<file path="config.mk">
export PLATFORM = sky130hd
export DESIGN_NAME = rom_check_top
export DESIGN_NICKNAME = d
export VERILOG_FILES = /design/src/logic/rom_check_pkg.sv /design/src/logic/rom_check_top.sv /design/src/logic/digest_matcher.sv /design/src/logic/word_counter.sv /design/src/logic/compare_fsm.sv /design/src/logic/rom_check_regs.sv
export VERILOG_INCLUDE_DIRS = /design/src /design/src/include
export SDC_FILE = /design/constraint.sdc
export NUM_CORES = 1
export LEC_CHECK = 0
export ABC_CLOCK_PERIOD_IN_PS = 7050
export BUFFER_PORTS_ARGS = -buffer_cell sky130_fd_sc_hd__clkbuf_2
export CORE_MARGIN = 3
export CORE_UTILIZATION = 60
export DETAILED_ROUTE_END_ITERATION = 10
export HOLD_SLACK_MARGIN = 0.02
export PLACE_DENSITY = 0.82
export SYNTH_ARGS = -nofsm -noshare
export SYNTH_HDL_FRONTEND = slang
export SYNTH_HIERARCHICAL = 1
export SYNTH_SLANG_ARGS = --single-unit
export TNS_END_PERCENT = 10
</file>
<file path="constraint.sdc">
create_clock -name clk_i -period 7.05 [get_ports clk_i]
set_input_delay 0.3525 -clock clk_i [delete_from_list [all_inputs] [get_ports clk_i]]
set_output_delay 0.3525 -clock clk_i [all_outputs]
set_load 0.02 [all_outputs]
</file>
<file path="src/include/rom_check_config.svh">
/*
 * ROM digest checker configuration
 * Word count, APB address width and register map offsets
 */

`ifndef ROM_CHECK_CONFIG_SVH
`define ROM_CHECK_CONFIG_SVH

// Number of 32-bit digest words, at least 1
`define ROM_CHECK_NUM_WORDS 2

// Word index width, never below 1 bit
`define ROM_CHECK_CNT_W ((`ROM_CHECK_NUM_WORDS > 1) ? $clog2(`ROM_CHECK_NUM_WORDS) : 1)

// APB address width
`define ROM_CHECK_ADDR_W 8

// Register map
`define ROM_CHECK_CTRL_OFFS   8'h00
`define ROM_CHECK_STATUS_OFFS 8'h04
`define ROM_CHECK_DIGEST_OFFS 8'h10
`define ROM_CHECK_EXP_OFFS    8'h40

`endif
</file>
<file path="src/logic/rom_check_pkg.sv">
/*
 * ROM digest checker package
 * Sequencer state encoding, register selects and multi-bit boolean
 */

`default_nettype none

package rom_check_pkg;

  // Sparse sequencer encoding
  // Pairwise Hamming distance 3 or 4
  typedef enum logic [4:0] {
    Waiting  = 5'b00100,
    Checking = 5'b10010,
    Done     = 5'b11001
  } check_state_e;

  // Decoded APB target
  typedef enum logic [2:0] {
    RegCtrl,
    RegStatus,
    RegDigest,
    RegExpDigest,
    RegNone
  } reg_sel_e;

  // Multi-bit boolean, every other code is invalid
  typedef logic [3:0] mubi4_t;

  parameter mubi4_t MuBi4True  = 4'h6;
  parameter mubi4_t MuBi4False = 4'h9;

endpackage

`default_nettype wire

</file>
<file path="src/logic/rom_check_top.sv">
/*
 * ROM digest checker top level
 * Register block, sequencer, redundant counter and matcher
 */

`timescale 1ns/100ps
`default_nettype none

`include "rom_check_config.svh"

module rom_check_top import rom_check_pkg::*; (
  input  wire logic                          clk_i,
  input  wire logic                          rst_ni,
  input  wire logic [`ROM_CHECK_ADDR_W-1:0]  paddr_i,
  input  wire logic                          psel_i,
  input  wire logic                          penable_i,
  input  wire logic                          pwrite_i,
  input  wire logic [31:0]                   pwdata_i,
  output logic      [31:0]                   prdata_o,
  output logic                               pready_o,
  output logic                               pslverr_o,
  output logic                               done_o,
  output mubi4_t                             good_o,
  output logic                               alert_o
);

  logic                                   start;
  logic                                   incr;
  logic                                   checking;
  logic                                   cnt_err;
  logic [`ROM_CHECK_CNT_W-1:0]            idx;
  logic [`ROM_CHECK_NUM_WORDS*32-1:0]     digest;
  logic [`ROM_CHECK_NUM_WORDS*32-1:0]     exp_digest;

  // APB slave and digest storage
  rom_check_regs u_regs (
    .clk_i        (clk_i),
    .rst_ni       (rst_ni),
    .paddr_i      (paddr_i),
    .psel_i       (psel_i),
    .penable_i    (penable_i),
    .pwrite_i     (pwrite_i),
    .pwdata_i     (pwdata_i),
    .prdata_o     (prdata_o),
    .pready_o     (pready_o),
    .pslverr_o    (pslverr_o),
    .done_i       (done_o),
    .good_i       (good_o),
    .alert_i      (alert_o),
    .start_o      (start),
    .digest_o     (digest),
    .exp_digest_o (exp_digest)
  );

  compare_fsm u_fsm (
    .clk_i      (clk_i),
    .rst_ni     (rst_ni),
    .start_i    (start),
    .idx_i      (idx),
    .cnt_err_i  (cnt_err),
    .incr_o     (incr),
    .checking_o (checking),
    .done_o     (done_o),
    .alert_o    (alert_o)
  );

  word_counter u_counter (
    .clk_i  (clk_i),
    .rst_ni (rst_ni),
    .incr_i (incr),
    .idx_o  (idx),
    .err_o  (cnt_err)
  );

  digest_matcher u_matcher (
    .clk_i        (clk_i),
    .rst_ni       (rst_ni),
    .checking_i   (checking),
    .idx_i        (idx),
    .digest_i     (digest),
    .exp_digest_i (exp_digest),
    .good_o       (good_o)
  );

endmodule

`default_nettype wire

</file>
<file path="src/logic/digest_matcher.sv">
/*
 * Digest word matcher
 * Compares the selected word pair and encodes the multi-bit good result
 */

`timescale 1ns/100ps
`default_nettype none

`include "rom_check_config.svh"

module digest_matcher import rom_check_pkg::*; (
  input  wire logic                                clk_i,
  input  wire logic                                rst_ni,
  input  wire logic                                checking_i,
  input  wire logic [`ROM_CHECK_CNT_W-1:0]         idx_i,
  input  wire logic [`ROM_CHECK_NUM_WORDS*32-1:0]  digest_i,
  input  wire logic [`ROM_CHECK_NUM_WORDS*32-1:0]  exp_digest_i,
  output mubi4_t                                   good_o
);

  logic [31:0] digest_word;
  logic [31:0] exp_word;
  logic        match_q;
  logic        checking_q;
  logic        finished;

  // Word pair at the current index
  assign digest_word = digest_i[{idx_i, 5'd0} +: 32];
  assign exp_word    = exp_digest_i[{idx_i, 5'd0} +: 32];

  // Match flag, starts true
  always_ff @(posedge clk_i or posedge rst_ni) begin
    if (rst_ni) begin
      match_q <= 1'b1;
    end else if (checking_i) begin
      match_q <= match_q & (digest_word == exp_word);
    end
  end

  // Falling edge of checking marks the end
  always_ff @(posedge clk_i or posedge rst_ni) begin
    if (rst_ni) begin
      checking_q <= 1'b0;
    end else begin
      checking_q <= checking_i;
    end
  end

  assign finished = checking_q & ~checking_i;

  // Result latched once, false until then
  always_ff @(posedge clk_i or posedge rst_ni) begin
    if (rst_ni) begin
      good_o <= MuBi4False;
    end else if (finished) begin
      good_o <= match_q ? MuBi4True : MuBi4False;
    end
  end

endmodule

`default_nettype wire

</file>
<file path="src/logic/word_counter.sv">
/*
 * Redundant word index counter
 * Up-count plus inverted shadow, error when they stop being complements
 */

`timescale 1ns/100ps
`default_nettype none

`include "rom_check_config.svh"

module word_counter (
  input  wire logic                        clk_i,
  input  wire logic                        rst_ni,
  input  wire logic                        incr_i,
  output logic [`ROM_CHECK_CNT_W-1:0]      idx_o,
  output logic                             err_o
);

  localparam int          CntW    = `ROM_CHECK_CNT_W;
  localparam int unsigned LastInt = `ROM_CHECK_NUM_WORDS - 1;
  localparam logic [CntW-1:0] LastIdx = LastInt[CntW-1:0];

  logic [CntW-1:0] idx_q;
  logic [CntW-1:0] idx_inv_q;
  logic [CntW-1:0] idx_nxt;

  assign idx_nxt = idx_q + 1'b1;

  // Both copies move together
  always_ff @(posedge clk_i or posedge rst_ni) begin
    if (rst_ni) begin
      idx_q     <= '0;
      idx_inv_q <= '1;
    end else if (incr_i && idx_q != LastIdx) begin
      // Holds at the last word
      idx_q     <= idx_nxt;
      idx_inv_q <= ~idx_nxt;
    end
  end

  assign idx_o = idx_q;
  // Fault on any bit where the copies agree
  assign err_o = (idx_q != ~idx_inv_q);

endmodule

`default_nettype wire

</file>
<file path="src/logic/compare_fsm.sv">
/*
 * Sparse-encoded checker sequencer
 * Steps Waiting, Checking, Done and flags control-flow inconsistencies
 */

`timescale 1ns/100ps
`default_nettype none

`include "rom_check_config.svh"

module compare_fsm import rom_check_pkg::*; (
  input  wire logic                        clk_i,
  input  wire logic                        rst_ni,
  input  wire logic                        start_i,
  input  wire logic [`ROM_CHECK_CNT_W-1:0] idx_i,
  input  wire logic                        cnt_err_i,
  output logic                             incr_o,
  output logic                             checking_o,
  output logic                             done_o,
  output logic                             alert_o
);

  localparam int          CntW    = `ROM_CHECK_CNT_W;
  localparam int unsigned LastInt = `ROM_CHECK_NUM_WORDS - 1;
  localparam logic [CntW-1:0] LastIdx = LastInt[CntW-1:0];

  check_state_e state_q, state_d;
  logic         fsm_err;
  logic         start_err;
  logic         wait_idx_err;
  logic         done_idx_err;
  logic         at_last;

  assign at_last = (idx_i == LastIdx);

  // Next state, Done is final
  always_comb begin
    state_d = state_q;
    fsm_err = 1'b0;
    case (state_q)
      Waiting: begin
        if (start_i) begin
          state_d = Checking;
        end
      end
      Checking: begin
        if (at_last) begin
          state_d = Done;
        end
      end
      Done: begin
        state_d = Done;
      end
      // Any other code is a fault
      default: fsm_err = 1'b1;
    endcase
  end

  always_ff @(posedge clk_i or posedge rst_ni) begin
    if (rst_ni) begin
      state_q <= Waiting;
    end else begin
      state_q <= state_d;
    end
  end

  // Start only legal while Waiting
  assign start_err    = start_i & (state_q != Waiting);
  // Index must sit at zero before checking, at the last word after
  assign wait_idx_err = (state_q == Waiting) & (idx_i != '0);
  assign done_idx_err = (state_q == Done) & ~at_last;

  // Sticky alert
  always_ff @(posedge clk_i or posedge rst_ni) begin
    if (rst_ni) begin
      alert_o <= 1'b0;
    end else if (fsm_err | start_err | wait_idx_err | done_idx_err | cnt_err_i) begin
      alert_o <= 1'b1;
    end
  end

  assign checking_o = (state_q == Checking);
  assign done_o     = (state_q == Done);
  // Advance every Checking cycle but the last
  assign incr_o     = checking_o & ~at_last;

endmodule

`default_nettype wire

</file>
<file path="src/logic/rom_check_regs.sv">
/*
 * APB register block of the ROM digest checker
 * Holds DIGEST and EXP_DIGEST words, decodes the start bit, returns status
 */

`timescale 1ns/100ps
`default_nettype none

`include "rom_check_config.svh"

module rom_check_regs import rom_check_pkg::*; (
  input  wire logic                             clk_i,
  input  wire logic                             rst_ni,
  input  wire logic [`ROM_CHECK_ADDR_W-1:0]     paddr_i,
  input  wire logic                             psel_i,
  input  wire logic                             penable_i,
  input  wire logic                             pwrite_i,
  input  wire logic [31:0]                      pwdata_i,
  output logic      [31:0]                      prdata_o,
  output logic                                  pready_o,
  output logic                                  pslverr_o,
  input  wire logic                             done_i,
  input  wire mubi4_t                           good_i,
  input  wire logic                             alert_i,
  output logic                                  start_o,
  output logic [`ROM_CHECK_NUM_WORDS*32-1:0]    digest_o,
  output logic [`ROM_CHECK_NUM_WORDS*32-1:0]    exp_digest_o
);

  localparam int NumWords = `ROM_CHECK_NUM_WORDS;
  localparam int CntW     = `ROM_CHECK_CNT_W;
  localparam int AddrW    = `ROM_CHECK_ADDR_W;
  // Byte span of one word array
  localparam int ArrBytes = 4 * NumWords;

  logic [31:0]      digest_q [NumWords];
  logic [31:0]      exp_q    [NumWords];
  logic             access;
  logic             wr_en;
  reg_sel_e         reg_sel;
  logic [AddrW-1:0] dig_offs;
  logic [AddrW-1:0] exp_offs;
  logic [CntW-1:0]  dig_idx;
  logic [CntW-1:0]  exp_idx;

  // Access phase, no wait states
  assign access   = psel_i & penable_i;
  assign wr_en    = access & pwrite_i;
  assign pready_o = 1'b1;

  // Byte offsets inside each word array
  assign dig_offs = paddr_i - `ROM_CHECK_DIGEST_OFFS;
  assign exp_offs = paddr_i - `ROM_CHECK_EXP_OFFS;
  assign dig_idx  = dig_offs[CntW+1:2];
  assign exp_idx  = exp_offs[CntW+1:2];

  // Address decode
  always_comb begin
    reg_sel = RegNone;
    if (paddr_i == `ROM_CHECK_CTRL_OFFS) begin
      reg_sel = RegCtrl;
    end else if (paddr_i == `ROM_CHECK_STATUS_OFFS) begin
      reg_sel = RegStatus;
    end else if (paddr_i >= `ROM_CHECK_DIGEST_OFFS && int'(dig_offs) < ArrBytes &&
                 paddr_i[1:0] == 2'b00) begin
      reg_sel = RegDigest;
    end else if (paddr_i >= `ROM_CHECK_EXP_OFFS && int'(exp_offs) < ArrBytes &&
                 paddr_i[1:0] == 2'b00) begin
      reg_sel = RegExpDigest;
    end
  end

  // Error only for unmapped offsets
  assign pslverr_o = access & (reg_sel == RegNone);

  // Digest word storage
  always_ff @(posedge clk_i or posedge rst_ni) begin
    if (rst_ni) begin
      for (int i = 0; i < NumWords; i++) begin
        digest_q[i] <= '0;
        exp_q[i]    <= '0;
      end
    end else if (wr_en) begin
      if (reg_sel == RegDigest) begin
        digest_q[dig_idx] <= pwdata_i;
      end
      if (reg_sel == RegExpDigest) begin
        exp_q[exp_idx] <= pwdata_i;
      end
    end
  end

  // One-cycle start pulse after CTRL write with bit 0
  always_ff @(posedge clk_i or posedge rst_ni) begin
    if (rst_ni) begin
      start_o <= 1'b0;
    end else begin
      start_o <= wr_en & (reg_sel == RegCtrl) & pwdata_i[0];
    end
  end

  // Flatten arrays, word 0 at the bottom
  always_comb begin
    for (int i = 0; i < NumWords; i++) begin
      digest_o[i*32 +: 32]     = digest_q[i];
      exp_digest_o[i*32 +: 32] = exp_q[i];
    end
  end

  // Read mux
  always_comb begin
    case (reg_sel)
      RegStatus:    prdata_o = {23'b0, alert_i, good_i, 3'b0, done_i};
      RegDigest:    prdata_o = digest_q[dig_idx];
      RegExpDigest: prdata_o = exp_q[exp_idx];
      // CTRL reads back as zero
      default:      prdata_o = '0;
    endcase
  end

endmodule

`default_nettype wire

</file>
==> run summary, run 1 <==
Layout filler cell count - 808
Synth unique cells - 51
H-Tree Depth - 4
RD Place Congestion - 0.781
HPWL Detailed - 10.7 mm
Fin nets - 669
Starting Density - 62.4%
Final wirelength - 16.7 mm
Final TNS setup - 0 ps
Clock share of power - 50.5%
Synth area leaders - dfrtp_1, mux2_2, mux2i_1
Initial DRC count - 458
Crit path cell chain - clkbuf_2, or4_4, or3_1, o22ai_1, clkbuf_2
Most used cell, CP - clkbuf_2
CTS tree - done
Total grt overflow - 0
Critical path's largest stage delay - 900 ps
Max IR drop VDD - 0.182 mV
Internal Power - 1470 uW
Post-synth top cells - dfrtp_1, mux2_2, mux2i_1
Initial antenna violation count - 0
Post-Synth Simple-Gate Area - 5.74%
Critical Path Slowest Stage Cell - or3_1
Critical path arrival - 2780 ps
# IOs - 85
Post-DR vias/cell - 6.20
Sink Count - 140
Clock-pin slew on the worst setup and hold paths - 60 ps
Total GRT Usage - 26.3%
XOR/XNOR Fraction of Synth Area - 7.65%
Max cap viols - 0
Compound-gate portion of the synthesized area - 5.05%
Full die area - 13,400 um^2
Number of global-route vias before repair - 4,903
Endpoints failing hold - 0
CTS root buf - clkbuf_16
Mux contribution to synthesized area - 29.1%
Core Region - 11,600 um^2
Synth Flop Type - dfrtp_1
Synth Area in Adders - 0%
Global-route wire length before repair - 26.4 mm
Power Total - 1880 uW
CP bufs+invs - 2
Num CTS Buffers - 17
WS Path Type - input port to primary output
Worst skew pair latency - 430 ps
Finished Core Util - 71.5%
Mean Syn Cell Area - 13.1 um^2
FF+latch count, synth - 140
Largest net degree at the start of global routing - 84
Syn. warnings - 6
Diode count - 0
Post-synth top area cell - dfrtp_1
Fin Clk Skew - 5.87 ps
Final ANT Viol Nets - 0
Sw Share - 21.9%
Slew @ Worst Pin - 1270 ps
Pwr Density - 228 nW/um^2
Cell Rows - 39
Die W - 116 um
WL per Instance - 21.5 um
Combinational power share - 5.7%
Critical path peak fanout - 26
Sw power - 411 uW
Fin crit share - 44.4%
Final setup fails - 0
Combinational family with the most area after synthesis - multiplexers
P_leak - 0.00406 uW
Remaining DRCs - 0
Die H - 116 um
# port buffers - 83
Synthesized cell area - 7210 um^2
Critical path startpoint category - input port
CP top delay family - simple AND/OR/NAND/NOR gates
Number of synthesized flops with an enable pin - 0
Fmax - 0.320 GHz
Top cell type's share of synthesized area - 47.2%
# Post-CTS Setup Buffers - 0
Worst slew margin - 15.5%
Count leader, synth - dfrtp_1
Fin. max-slew vios - 0
Synth Instances - 551
Drt pass-1 iters - 5
Layout area overhead - 14.6%
CP endpoint kind - primary output
Unrepaired setup endpoints after global routing - no
Clock Path Buffers - 2
Register area share after synthesis - 48.6%
Sequential group share of total power - 43.9%
Post-route minimum period - 3130 ps
Min-delay worst type - input port to flip-flop
FFs w/ async S/R, synth - 100%
Post-Syn Nets - 596
Status - finished clean
Layout cells sized above 1 - 41.0%
DR vias - 4,837
Data required, critical path - 6700 ps
area by class of cell:
class | instances | area, um^2 | share of cell area, %
inverter | 11 | 43.8 | 0.530
tap | 143 | 179 | 2.16
timing repair buffer | 89 | 465 | 5.63
multi-input combinational | 365 | 3430 | 41.5
clock inverter | 8 | 130 | 1.57
sequential | 140 | 3510 | 42.4
clock buffer | 24 | 512 | 6.19
state kept, by name, summed over array words and instances, names as in the netlist:
signal,count
u_matcher/checking_q,1
u_counter/idx_inv_q,1
u_fsm/alert_o,1
u_counter/idx_o,1
u_regs/digest_o,64
u_regs/start_o,1
u_matcher/good_o,2
u_matcher/match_q,1
u_fsm/state_q,4
u_regs/exp_digest_o,64
placed cells by master (no fill, tap or decap), types with 4 or more instances in the layout:
| cell type | Yosys | layout |
|---|---|---|
| nor2_1 | 4 | 4 |
| mux2i_1 | 62 | 62 |
| nor4_1 | 7 | 7 |
| dfstp_2 | 4 | 4 |
| xnor2_1 | 49 | 49 |
| xor2_1 | 14 | 14 |
| clkbuf_2 | 0 | 82 |
| clkbuf_8 | 0 | 6 |
| mux2_1 | 7 | 7 |
| o22ai_1 | 31 | 31 |
| nand4_1 | 12 | 12 |
| a22o_1 | 4 | 4 |
| clkbuf_16 | 0 | 17 |
| nor4_4 | 4 | 4 |
| dfrtp_1 | 136 | 136 |
| buf_4 | 3 | 6 |
| inv_1 | 8 | 7 |
| mux2_2 | 124 | 124 |
| nor3_1 | 4 | 4 |
| nand2_1 | 6 | 6 |
repair_timing:
item                                   4_1_cts  5_1_grt
endpoints found under the hold margin        8        0
setup endpoints to repair                    0        0
gates resized for setup                      0        0
hold buffers                                 1        0
metrics by stage:
step | setup WS, ps | hold WS [ps] | cells | area (um^2)
global placement | 4060 | 257 | 747 | 7620
floorplan | 3260 | 93.0 | 551 | 7210
CTS | 4000 | 185 | 780 | 8270
finish | 3920 | 201 | 780 | 8270
global route | 3920 | 195 | 780 | 8270
detailed placement | 3980 | 263 | 747 | 7620
path summary, 6_finish.rpt:
kind	from	to	slack, ps	cells past startpoint
max	paddr_i[5]	prdata_o[11]	3920	5
min	pwdata_i[12]	u_regs/digest_o[44]$_DFFE_PP0P_	200	2
max reg2reg	u_regs/digest_o[53]$_DFFE_PP0P_	u_matcher/match_q$_DFFE_PP1P_	5420	5
min reg2reg	u_counter/idx_inv_q$_DFFE_PP1P_	u_counter/idx_inv_q$_DFFE_PP1P_	500	1
max in group asynchronous	rst_ni	u_regs/exp_digest_o[29]$_DFFE_PP0P_	4970	4
min in group asynchronous	rst_ni	u_counter/idx_o$_DFFE_PP0P_	380	3
metal layers:
layer,up-vias,wire (um),GRT usage [%]
li1,2161,-,-
met1,2488,7370,36.0
met2,168,8050,41.6
met3,20,1030,6.84
met4,0,290,8.51
met5,-,0,0
worst register-to-register path: cells and delay by family, from the launching register on:
kind / cells / cell delay [ps]
DFF: 1 / 400
xor gates and xnor gates: 1 / 320
and+or+nand+nor: 2 / 530
AOI/OAI and AO/OA: 2 / 310
kinds of logic (layout without fill, tap and decap cells):
kind of cell / Yosys count / count (layout)
mux: 193 / 193
flops: 140 / 140
xor+xnor: 63 / 63
simple gates: 56 / 56
compound gates: 52 / 52
buf+inv: 46 / 132
other cells: 1 / 1
power groups by stage:
stage / Sequential [uW] / Combinational (uW) / Clock (uW)
after floorplan: 837 / 66.6 / 0
after global placement: 839 / 102 / 0
after detailed placement: 840 / 106 / 0
after CTS: 825 / 107 / 961
after global routing: 827 / 117 / 1000
final: 826 / 107 / 950
No activity file was read; power rests on OpenSTA's default activity.
==> inputs of run 2 (changes only) <==
--- a/config.mk
+++ b/config.mk
@@ -6,13 +6,13 @@
 export SDC_FILE = /design/constraint.sdc
 export NUM_CORES = 1
 export LEC_CHECK = 0
-export ABC_CLOCK_PERIOD_IN_PS = 7050
+export ABC_CLOCK_PERIOD_IN_PS = 2800
 export BUFFER_PORTS_ARGS = -buffer_cell sky130_fd_sc_hd__clkbuf_2
 export CORE_MARGIN = 3
-export CORE_UTILIZATION = 60
+export CORE_UTILIZATION = 53
 export DETAILED_ROUTE_END_ITERATION = 10
 export HOLD_SLACK_MARGIN = 0.02
-export PLACE_DENSITY = 0.82
+export PLACE_DENSITY = 0.76
 export SYNTH_ARGS = -nofsm -noshare
 export SYNTH_HDL_FRONTEND = slang
 export SYNTH_HIERARCHICAL = 1
==> constraint.sdc (replaced) <==
create_clock -name clk_i -period 2.8 [get_ports clk_i]
set_input_delay 0.14 -clock clk_i [delete_from_list [all_inputs] [get_ports clk_i]]
set_output_delay 0.14 -clock clk_i [all_outputs]
set_load 0.02 [all_outputs]
==> run summary, run 2 (same netlist as run 1, synthesis figures left out) <==
Status - finished clean
Full die area - 15,000 um^2
Fin. max-slew vios - 0
Cts-stage hold buffer count - 34
Final ANT Viol Nets - 0
Pwr Density - 525 nW/um^2
Fin crit share - 80.4%
Grt met2 use - 38.7%
Final setup margin - 550 ps
Total grt overflow - 0
Final cell count without fillers - 846
# Post-CTS Setup Buffers - 0
Layout area overhead - 19.9%
Layout cells sized above 1 - 39.2%
CP endpoint kind - primary output
Critical path peak fanout - 26
HPWL Detailed - 11.2 mm
Gr busiest metal - met2
Worst skew pair latency - 420 ps
Cell Rows - 41
Initial antenna violation count - 0
Min-delay worst type - input port to flip-flop
Core Region - 13,000 um^2
Critical path arrival - 2110 ps
Grt met1 use - 33.1%
Slew @ Worst Pin - 735 ps
Max cap viols - 0
Diode count - 0
Clock-pin slew on the worst setup and hold paths - 50 ps
# IOs - 85
Setup WS pre-CTS - 605 ps
Fin Clk Skew - 5.89 ps
Met3 usage in global routing - 5.90%
Sw Share - 22.5%
Initial DRC count - 222
Unrepaired setup endpoints after global routing - no
Starting Density - 55.6%
Die W - 123 um
WS Path Type - input port to primary output
CTS tree - done
Most frequent cells in the layout - dfrtp_1, mux2_2, clkbuf_2, mux2i_1, xnor2_1
Final wirelength - 17.2 mm
Endpoints failing hold - 0
Max IR drop VDD - 0.508 mV
Internal Power - 3520 uW
Clock Path Buffers - 2
Fin nets - 707
Leading cell type in the layout, fill and taps excluded - dfrtp_1
Die H - 123 um
P_leak - 0.00420 uW
Post-DR vias/cell - 5.80
Data required, critical path - 2660 ps
Sequential group share of total power - 45.8%
Final TNS setup - 0 ps
Remaining DRCs - 0
Fin area - 8650 um^2
Num CTS Buffers - 17
Largest net degree at the start of global routing - 130
Worst hold margin - 83.8 ps
CTS root buf - clkbuf_16
Total GRT Usage - 24.3%
Area after DPL - 7740 um^2
Clock share of power - 47.3%
RD Place Congestion - 0.796
Global-route wire length before repair - 27.6 mm
Crit path cell chain - clkbuf_2, or4_4, or3_1, buf_4, o22ai_1, clkbuf_2
Sink Count - 140
Critical path's largest stage delay - 660 ps
Layout filler cell count - 957
Sw power - 1020 uW
Worst slew margin - 51.0%
Number of global-route vias before repair - 5,146
DR vias - 4,907
Post-route minimum period - 2250 ps
Most used cell, CP - clkbuf_2
Critical path startpoint category - input port
Drt pass-1 iters - 4
# port buffers - 83
Final setup fails - 0
WL per Instance - 20.4 um
DP Cell Count - 781
Combinational power share - 6.9%
Critical Path Slowest Stage Cell - or4_4
Fmax - 0.444 GHz
H-Tree Depth - 4
Post-cts gate resize count - 0
-- run 2: cell count changes in the layout (fill, tap and decap cells not counted), moves of 2 or more --
| cell | before | now |
|---|---|---|
| clkinv_4 | 2 | 0 |
| bufinv_16 | 3 | 1 |
| buf_12 | 0 | 4 |
| dlygate4sd3_1 | 1 | 34 |
| clkinv_2 | 0 | 5 |
-- run 2: per-stage QoR --
step / utilization [%] / power (uW)
after global placement: 59.6 / 2370
after floorplan: - / 2280
after CTS: 66.6 / 4560
after detailed placement: 59.6 / 2390
final: 66.6 / 4540
after global routing: 66.6 / 4690
-- run 2: area by class of cell --
class                           count  area (um^2)  share of cell area (%)
Clock inverter                      7         62.6                   0.724
Clock buffer                       24          502                    5.80
Inverter                           11         45.0                   0.521
Tap cell                          172          215                    2.49
Multi-Input combinational cell    365         3430                    39.7
Timing Repair Buffer              127          883                    10.2
Sequential cell                   140         3510                    40.6
-- run 2: final timing paths --
| path | from | end | slack [ps] | cells after the start |
|---|---|---|---|---|
| max reg2reg | u_regs/digest_o[53]$_DFFE_PP0P_ | u_matcher/match_q$_DFFE_PP1P_ | 820 | 5 |
| min | pwdata_i[0] | u_regs/digest_o[0]$_DFFE_PP0P_ | 80 | 2 |
| max in group asynchronous | rst_ni | u_regs/digest_o[54]$_DFFE_PP0P_ | 1750 | 4 |
| min reg2reg | u_matcher/good_o[0]$_DFFE_PP1P_ | u_matcher/good_o[0]$_DFFE_PP1P_ | 500 | 2 |
| min in group asynchronous | rst_ni | u_counter/idx_o$_DFFE_PP0P_ | 160 | 3 |
| max | paddr_i[5] | prdata_o[2] | 550 | 6 |
-- run 2: worst max-delay path, delay by kind of cell --
family                 cells  cell delay, ps
AOI/OAI and AO/OA          1             350
buffers and inverters      3             570
and+or+nand+nor            2            1040
-- run 2: power by group through the flow --
| stage | clock (uW) | sequential (uW) | combinational (uW) |
|---|---|---|---|
| after floorplan | 0 | 2110 | 168 |
| after global placement | 0 | 2110 | 262 |
| after detailed placement | 0 | 2110 | 271 |
| after CTS | 2170 | 2080 | 311 |
| after global routing | 2270 | 2080 | 339 |
| final | 2140 | 2080 | 313 |
-- run 2: routing by layer --
layer | up-vias | part of all wire, %
li1 | 2233 | -
met1 | 2512 | 45
met2 | 138 | 48
met3 | 24 | 5.0
met4 | 0 | 1.8
met5 | - | 0
